==> config.mk <==
export PLATFORM = sky130hd
export DESIGN_NAME = core_net_interface
export DESIGN_NICKNAME = d
export VERILOG_FILES = /design/src/noc_pkg.sv /design/src/core_net_interface.sv /design/src/flit_deserializer.sv /design/src/flit_fifo.sv /design/src/flit_serializer.sv
export SDC_FILE = /design/constraint.sdc
export NUM_CORES = 1
export LEC_CHECK = 0
export ABC_AREA = 0
export BUFFER_PORTS_ARGS = -buffer_cell sky130_fd_sc_hd__buf_2
export CAP_MARGIN = 10
export CORE_MARGIN = 4
export CORE_UTILIZATION = 31
export CTS_CLUSTER_SIZE = 12
export DETAILED_ROUTE_END_ITERATION = 10
export GPL_ROUTABILITY_DRIVEN = 0
export PLACE_DENSITY = 0.46
export SYNTH_ARGS = -nofsm -noshare
export SYNTH_HDL_FRONTEND = slang
export SYNTH_HIERARCHICAL = 1
export SYNTH_SLANG_ARGS = --single-unit
==> constraint.sdc <==
create_clock -name clk -period 3.7 [get_ports clk]
set_clock_uncertainty 0.05 [all_clocks]
set_input_delay 0.37 -clock clk [delete_from_list [all_inputs] [get_ports clk]]
set_output_delay 0.37 -clock clk [all_outputs]
set_load 0.02 [all_outputs]
==> src/noc_pkg.sv <==
package noc_pkg;

	//////////////////////////////////////////////////////////////////////
	// router flit format
	//
	//   [ tail | payload ]
	//      1       10
	//
	// header flit carries the route in the payload, tail always clear
	// data flit carries ten word bits, tail marks end of packet
	//////////////////////////////////////////////////////////////////////

	localparam int payload_w = 10;              // route or data bits per flit
	localparam int flit_w    = payload_w + 1;   // tail bit on top of payload

	//////////////////////////////////////////////////////////////////////
	// core word format
	//
	//   [ code | data ]
	//      8     24
	//
	// only the low 30 bits travel over the router
	//////////////////////////////////////////////////////////////////////

	localparam int word_w         = 32;
	localparam int code_w         = 8;          // top two bits are never routed
	localparam int flits_per_word = 3;          // msb flit first
	localparam int unrouted_w     = word_w - flits_per_word * payload_w; // = 2

	typedef struct packed {
		logic                 tail;             // last flit of packet
		logic [payload_w-1:0] payload;          // route (header) or data
	} flit_t;

	typedef logic [payload_w-1:0] route_t;      // destination in header payload
	typedef logic [word_w-1:0]    word_t;

	// receive side fsm
	typedef enum logic [2:0] {
		await_header,   // drop the header flit
		collect_0,      // word bits 29..20
		collect_1,      // word bits 19..10
		collect_2,      // word bits 9..0
		hold_word       // offer word to the core
	} deser_state_t;

	// transmit side fsm
	typedef enum logic [2:0] {
		idle,           // wait for a core word
		send_header,    // route flit
		send_0,
		send_1,
		send_2          // tail goes here on the last word
	} ser_state_t;

endpackage
==> src/core_net_interface.sv <==
`timescale 1ns/100ps

module core_net_interface #(
	parameter int fifo_depth = 16       // flits per fifo
) (
	input  logic            clk,
	input  logic            reset,
	// router to core flits
	input  noc_pkg::flit_t  rx_flit,
	input  logic            rx_wr,
	output logic            rx_full,
	// core receive channel
	output noc_pkg::word_t  core_rx_word,
	output logic            core_rx_valid,
	input  logic            core_rx_ack,
	// core transmit channel
	input  noc_pkg::word_t  core_tx_word,
	input  noc_pkg::route_t core_tx_route,
	input  logic            core_tx_last,
	input  logic            core_tx_valid,
	output logic            core_tx_ack,
	// core to router flits
	output noc_pkg::flit_t  tx_flit,
	output logic            tx_valid,
	input  logic            tx_rd
);
	import noc_pkg::*;

	flit_t rx_head;         // receive fifo head to deserializer
	logic  rx_empty;
	logic  rx_rd;
	flit_t ser_flit;        // serializer into transmit fifo
	logic  ser_wr;
	logic  tx_full;
	logic  tx_empty;

	//////////////////////////////////////////////////////////////////////
	// receive path
	//////////////////////////////////////////////////////////////////////

	flit_fifo #(.fifo_depth(fifo_depth)) rx_fifo (
		.clk     (clk),
		.reset   (reset),
		.wr      (rx_wr),
		.wr_flit (rx_flit),
		.full    (rx_full),
		.rd      (rx_rd),
		.rd_flit (rx_head),
		.empty   (rx_empty)
	);

	flit_deserializer deser (
		.clk        (clk),
		.reset      (reset),
		.flit_empty (rx_empty),
		.flit_in    (rx_head),
		.flit_rd    (rx_rd),
		.word_out   (core_rx_word),
		.word_valid (core_rx_valid),
		.word_ack   (core_rx_ack)
	);

	//////////////////////////////////////////////////////////////////////
	// transmit path
	//////////////////////////////////////////////////////////////////////

	flit_serializer ser (
		.clk        (clk),
		.reset      (reset),
		.word_in    (core_tx_word),
		.route_in   (core_tx_route),
		.last_in    (core_tx_last),
		.word_valid (core_tx_valid),
		.word_ack   (core_tx_ack),
		.flit_out   (ser_flit),
		.flit_wr    (ser_wr),
		.flit_full  (tx_full)
	);

	flit_fifo #(.fifo_depth(fifo_depth)) tx_fifo (
		.clk     (clk),
		.reset   (reset),
		.wr      (ser_wr),
		.wr_flit (ser_flit),
		.full    (tx_full),
		.rd      (tx_rd),           // ignored by the fifo when empty
		.rd_flit (tx_flit),
		.empty   (tx_empty)
	);

	assign tx_valid = !tx_empty;    // head is valid whenever not empty

endmodule

==> src/flit_deserializer.sv <==
`timescale 1ns/100ps

module flit_deserializer (
	input  logic           clk,
	input  logic           reset,
	// receive fifo side
	input  logic           flit_empty,
	input  noc_pkg::flit_t flit_in,     // fifo head
	output logic           flit_rd,
	// core side
	output noc_pkg::word_t word_out,
	output logic           word_valid,
	input  logic           word_ack
);
	import noc_pkg::*;

	localparam int routed_w = flits_per_word * payload_w; // 30 bits carried

	deser_state_t        state;
	deser_state_t        next_state;
	logic [routed_w-1:0] word_q;        // assembled payload, no reset
	logic                last_tail;     // tail of the third flit
	logic                pop;

	//////////////////////////////////////////////////////////////////////
	// fifo read
	//////////////////////////////////////////////////////////////////////

	// pop one flit per cycle in every state except while holding
	assign flit_rd = (state != hold_word) && !flit_empty;
	assign pop     = flit_rd;

	always_comb begin
		next_state = state;
		case (state)
			await_header: if (pop) next_state = collect_0; // header dropped
			collect_0:    if (pop) next_state = collect_1;
			collect_1:    if (pop) next_state = collect_2;
			collect_2:    if (pop) next_state = hold_word;
			hold_word: begin
				if (word_ack) begin
					// tail on the last flit means a new header comes next
					next_state = last_tail ? await_header : collect_0;
				end
			end
			default:      next_state = await_header;
		endcase
	end

	always_ff @(posedge clk or posedge reset) begin
		if (reset) begin
			state     <= await_header;
			last_tail <= 1'b0;
		end else begin
			state <= next_state;
			if (state == collect_2 && pop) begin
				last_tail <= flit_in.tail;
			end
		end
	end

	//////////////////////////////////////////////////////////////////////
	// word assembly, msb flit first
	//////////////////////////////////////////////////////////////////////

	always_ff @(posedge clk) begin
		if (pop) begin
			case (state)
				collect_0: word_q[2*payload_w +: payload_w] <= flit_in.payload; // 29..20
				collect_1: word_q[payload_w +: payload_w]   <= flit_in.payload; // 19..10
				collect_2: word_q[0 +: payload_w]           <= flit_in.payload; // 9..0
				default:   ;                                // header payload ignored
			endcase
		end
	end

	//////////////////////////////////////////////////////////////////////
	// core channel
	//////////////////////////////////////////////////////////////////////

	assign word_valid = (state == hold_word);

	// code field, unrouted top bits forced to zero
	assign word_out[word_w-1 -: code_w] =
		{{unrouted_w{1'b0}}, word_q[routed_w-1 -: code_w-unrouted_w]};
	// data field straight from the flits
	assign word_out[word_w-code_w-1:0] = word_q[word_w-code_w-1:0];

endmodule

==> src/flit_fifo.sv <==
`timescale 1ns/100ps

module flit_fifo #(
	parameter int fifo_depth = 16                // entries, power of two
) (
	input  logic           clk,
	input  logic           reset,
	// write side
	input  logic           wr,
	input  noc_pkg::flit_t wr_flit,
	output logic           full,
	// read side, head shown ahead of the read
	input  logic           rd,
	output noc_pkg::flit_t rd_flit,
	output logic           empty
);
	import noc_pkg::*;

	localparam int addr_w = $clog2(fifo_depth);

	logic [flit_w-1:0] mem [fifo_depth];        // flit storage, no reset
	logic [addr_w:0]   wr_ptr;                  // extra msb tells wrap
	logic [addr_w:0]   rd_ptr;
	logic              wr_en;
	logic              rd_en;

	// strobes are ignored when they would overrun or underrun
	assign wr_en = wr && !full;
	assign rd_en = rd && !empty;

	//////////////////////////////////////////////////////////////////////
	// pointer compare
	//////////////////////////////////////////////////////////////////////

	assign empty = (wr_ptr == rd_ptr);
	assign full  = (wr_ptr[addr_w] != rd_ptr[addr_w]) &&
	               (wr_ptr[addr_w-1:0] == rd_ptr[addr_w-1:0]); // lapped once

	// head entry, combinational so the reader sees it while !empty
	assign rd_flit = flit_t'(mem[rd_ptr[addr_w-1:0]]);

	always_ff @(posedge clk) begin
		if (wr_en) begin
			mem[wr_ptr[addr_w-1:0]] <= wr_flit; // visible at head next cycle
		end
	end

	always_ff @(posedge clk or posedge reset) begin
		if (reset) begin
			wr_ptr <= '0;
			rd_ptr <= '0;
		end else begin
			if (wr_en) begin
				wr_ptr <= wr_ptr + 1'b1;
			end
			if (rd_en) begin
				rd_ptr <= rd_ptr + 1'b1; // head moves at the edge
			end
		end
	end

endmodule

==> src/flit_serializer.sv <==
`timescale 1ns/100ps

module flit_serializer (
	input  logic            clk,
	input  logic            reset,
	// core side, held stable while word_valid
	input  noc_pkg::word_t  word_in,
	input  noc_pkg::route_t route_in,
	input  logic            last_in,      // word closes the packet
	input  logic            word_valid,
	output logic            word_ack,     // pulse on third flit write
	// transmit fifo side
	output noc_pkg::flit_t  flit_out,
	output logic            flit_wr,
	input  logic            flit_full
);
	import noc_pkg::*;

	ser_state_t state;
	ser_state_t next_state;
	logic       need_hdr;       // next word opens a packet
	logic       wr_done;        // flit accepted this cycle

	//////////////////////////////////////////////////////////////////////
	// write strobe and ack
	//////////////////////////////////////////////////////////////////////

	assign flit_wr  = (state != idle) && !flit_full;  // stall while full
	assign wr_done  = flit_wr;
	assign word_ack = (state == send_2) && wr_done;

	// flit mux, one payload per state
	always_comb begin
		flit_out.tail    = 1'b0;
		flit_out.payload = route_in;                  // header default
		case (state)
			send_0: flit_out.payload = word_in[2*payload_w +: payload_w];
			send_1: flit_out.payload = word_in[payload_w +: payload_w];
			send_2: begin
				flit_out.payload = word_in[0 +: payload_w];
				flit_out.tail    = last_in;           // only on last word
			end
			default: ;
		endcase
	end

	//////////////////////////////////////////////////////////////////////
	// fsm
	//////////////////////////////////////////////////////////////////////

	always_comb begin
		next_state = state;
		case (state)
			idle: begin
				if (word_valid) begin
					next_state = need_hdr ? send_header : send_0;
				end
			end
			send_header: if (wr_done) next_state = send_0;
			send_0:      if (wr_done) next_state = send_1;
			send_1:      if (wr_done) next_state = send_2;
			send_2:      if (wr_done) next_state = idle;   // word closed
			default:     next_state = idle;
		endcase
	end

	always_ff @(posedge clk or posedge reset) begin
		if (reset) begin
			state    <= idle;
			need_hdr <= 1'b1;   // first word after reset opens a packet
		end else begin
			state <= next_state;
			if (state == send_header && wr_done) begin
				need_hdr <= 1'b0;
			end else if (word_ack) begin
				need_hdr <= last_in; // back to header after the last word
			end
		end
	end

endmodule

==> impl_results.rst <==
.. list-table::
   :header-rows: 1

   * - Metric
     - Value
   * - First drt pass iteration count
     - 5
   * - Launching element of the worst setup path
     - tx_fifo/rd_ptr[2]
   * - Setup repair after global routing missed its margin
     - no
   * - Area growth from synthesis to layout
     - 17.6%
   * - Pre-CTS setup slack
     - 0.664 ns
   * - Core footprint
     - 52,900 um2
   * - Post-Layout Inst Area
     - 19,500 um2
   * - Chip Height
     - 240 um
   * - Power Density
     - 867 nW/um2
   * - Period utilization
     - 0.826
   * - Maximum buffer depth of the clock tree
     - 3
   * - DP Area
     - 18,200 um2
   * - Worst-skew pair later-pin latency
     - 0.56 ns
   * - Net count reported at finish
     - 1,049
   * - Sequential cell area
     - 12,200 um2
   * - Die X-Extent
     - 240 um
   * - Setup TNS
     - 0 ns
   * - # Max-Cap Violations
     - 0
   * - Achievable frequency
     - 0.327 GHz
   * - CTS root buf
     - sky130_fd_sc_hd__clkbuf_16
   * - Half-perimeter wire length of the detailed placement result
     - 23,800 um
   * - Clock sinks
     - 410
   * - Worst Path Class, Setup
     - register to output port
   * - TritonCTS clock tree
     - built
   * - Max rail drop VDD
     - 389 uV
   * - Share of flip-flops with an asynchronous set or reset after synthesis
     - 0.0683
   * - Cells along the critical path
     - buf_4, mux4_2, a22oi_1, nand2_1, buf_2
   * - Slowest stage delay, CP
     - 0.59 ns
   * - Final antenna-violating net count
     - 0
   * - Initial DRC Count
     - 452
   * - Total via count after detailed routing
     - 8,192
   * - Wire length of the first global-routing pass
     - 55,900 um
   * - Highest fanout seen on the critical path
     - 47
   * - Cts bufs inserted
     - 45
   * - Number of storage elements in the synthesis netlist
     - 410
   * - Number of global-route vias before repair
     - 8,583
   * - Total die area
     - 57,400 um2
   * - Wire per inst
     - 22.0 um
   * - Antenna violations before repair
     - 1
   * - Non-Filler Instances
     - 1,700
   * - Global-route usage over all layers
     - 0.131
   * - Post-layout minimum cycle time
     - 3.06 ns
   * - Wire length after detailed routing
     - 37,500 um
   * - CTS clock-pin slew for the worst setup and hold paths
     - 0.06 ns
   * - Ant. Diodes
     - 0
   * - Syn Std Cell Area
     - 16,600 um2
   * - Hold Path Class
     - input pin to register
   * - Overflow left after global routing
     - 0
   * - Standby leakage power
     - 6.61 nW
   * - Worst Min Path Start
     - core_tx_valid
   * - Count of endpoints failing setup in the final report
     - 0
   * - Count of cells resized by post-cts repair
     - 0
   * - Required time at the worst-slack endpoint
     - 3.28 ns
   * - Slew margin rel.
     - 0.349
   * - Final count of pins violating max slew
     - 0
   * - Post-synthesis cell type count
     - 51
   * - EDFF count, synth
     - 382
   * - Maximum number of pins on one net before global-route repair
     - 48
   * - Average vias per placed instance
     - 4.82
   * - Cell at the slowest stage of the critical path
     - sky130_fd_sc_hd__mux4_2
   * - Placed Cells
     - 1,618
   * - Multi-input gate area
     - 4130 um2
   * - Worst hold margin
     - 0.0685 ns
   * - Number of fill cells
     - 4,887
   * - Worst slew pin tran
     - 0.973 ns
   * - Boundary pin count
     - 107
   * - DRC violation count after routing
     - 0
   * - Placement Rows
     - 84
   * - Status
     - finished clean
   * - Count of yosys warnings during synthesis
     - 6
   * - Input/output buffers
     - 102
   * - Post-Syn Area per Cell
     - 20.1 um2
   * - Worst reg2reg path startpoint
     - tx_fifo/wr_ptr[4]
   * - Final Hold Vio Count
     - 0
   * - Post-synthesis cell count
     - 826
   * - Endpoint arrival time on the critical path
     - 2.64 ns
   * - Type of element launching the critical path
     - register
   * - Register area share after synthesis
     - 0.732
   * - Effective utilization at floorplan
     - 0.314
   * - Type of element capturing the critical path
     - output port
   * - Most used flip-flop cell after synthesis
     - sky130_fd_sc_hd__edfxtp_1
   * - H-tree lvl count
     - 2
   * - Share of cells above drive strength 1
     - 0.297
   * - Final critical-path setup slack
     - 0.643 ns
-- repair_timing --
action | in CTS | in global routing
setup buffers | 0 | 0
hold endpoints to repair | 29 | 0
hold buffers | 2 | 0
-- cell families (layout without fill, tap and decap cells) --
family,after synthesis,after routing,synth area share
AND/OR/NAND/NOR,129,129,0.0401
flip-flops,410,410,0.732
AO/OA/AOI/OAI,91,91,0.0451
buffers and inverters,64,249,0.0276
XOR/XNOR,26,26,0.0137
multiplexers,95,95,0.133
adder cells (fa/ha/maj),10,10,0.00753
other,1,2,0.000226
-- synthesized netlist by cell type, drive strengths merged (3+ instances only) --
cell	number	area, um2
a211oi	3	22.5
a22oi	44	330
and2	3	18.8
and3	5	36.3
buf	39	365
clkbuf	11	41.3
dfrtp	27	676
edfxtp	382	11500
ha	10	125
inv	14	52.6
mux2	7	82.6
mux4	88	2130
nand2	41	154
nand2b	6	37.5
nand4	6	37.5
nor2	19	78.8
nor2b	6	45.0
nor3	21	105
nor3b	3	27.5
nor4	6	37.5
o211ai	8	87.6
o21ai	7	42.5
o221a	10	113
o22a	10	87.6
or3	10	62.6
xnor2	23	201
xor2	3	26.3
-- power by group --
| part | switching, W | internal [W] | total (W) |
|---|---|---|---|
| registers | 0.000563 | 0.00659 | 0.00715 |
| logic | 0.00344 | 0.00220 | 0.00563 |
| clock network | 0.00175 | 0.00241 | 0.00416 |
| total | 0.00576 | 0.0112 | 0.0169 |
-- sequential cells by signal, indices dropped and copies added, names as in the netlist --
signal and count:
ser/need_hdr 1, deser/state 3, ser/state 3, rx_fifo/rd_ptr 5
rx_fifo/mem 176, tx_fifo/wr_ptr 5, tx_fifo/rd_ptr 5, deser/word_q 30
tx_fifo/mem 176, deser/last_tail 1, rx_fifo/wr_ptr 5
-- area by class of cell --
class / instances / share of cell area
well taps: 688 / 0.0441
repair buffers: 155 / 0.0487
inverters: 14 / 0.00269
clock inverters: 20 / 0.00858
clock buffers: 60 / 0.0610
multi-input cells: 353 / 0.212
flip-flops and latches: 410 / 0.623
-- metrics by stage --
step / total power (W) / utilization
2_1_floorplan: 0.0111 / -
3_3_place_gp: 0.0130 / 0.343
5_1_grt: 0.0179 / 0.370
6_report: 0.0169 / 0.370
4_1_cts: 0.0173 / 0.370
3_5_place_dp: 0.0131 / 0.343
-- metal layers --
metal,GRT usage,part of all wire
met3,0.0233,0.032
met4,0.0331,0.017
met1,0.175,0.44
met2,0.222,0.51
met5,0,0
-- final timing paths --
kind                                     endpoint  slack (ns)  cells past startpoint
worst max-delay path                   tx_flit[9]        0.64                      5
worst max register to register  tx_fifo/mem[0][5]        0.69                      6
worst min register to register    deser/last_tail        0.47                      1
worst min-delay path                 ser/state[0]        0.07                      3
max in group asynchronous       tx_fifo/rd_ptr[2]        2.87                      3
min in group asynchronous            ser/state[0]        0.26                      3
-- critical path, delay by kind of cell, from the launching register on --
kind                   cells  cell delay, ns
AND/OR/NAND/NOR            1            0.09
AO/OA/AOI/OAI              1            0.29
multiplexers               1            0.59
buffers and inverters      2            0.72
flip-flops                 1            0.36
-- cells in the final DEF, fill, tap and decap left out, types with 5 or more instances in the layout --
cell	count
sky130_fd_sc_hd__dfrtp_1	23
sky130_fd_sc_hd__mux2_1	6
sky130_fd_sc_hd__clkinv_1	9
sky130_fd_sc_hd__nor2_1	16
sky130_fd_sc_hd__nand2b_1	6
sky130_fd_sc_hd__edfxtp_1	382
sky130_fd_sc_hd__nor3_2	20
sky130_fd_sc_hd__nand4_1	6
sky130_fd_sc_hd__nor4_2	6
sky130_fd_sc_hd__clkbuf_1	14
sky130_fd_sc_hd__nor2b_1	5
sky130_fd_sc_hd__buf_2	102
sky130_fd_sc_hd__or3_1	10
sky130_fd_sc_hd__buf_4	48
sky130_fd_sc_hd__ha_1	10
sky130_fd_sc_hd__xnor2_1	23
sky130_fd_sc_hd__nand2_1	41
sky130_fd_sc_hd__o221a_1	10
sky130_fd_sc_hd__mux4_2	48
sky130_fd_sc_hd__mux4_1	40
sky130_fd_sc_hd__clkbuf_16	45
sky130_fd_sc_hd__a22oi_1	44
sky130_fd_sc_hd__inv_1	14
sky130_fd_sc_hd__o22a_1	10
sky130_fd_sc_hd__o211ai_1	6
Note: power is estimated with default switching activity, not from simulation.
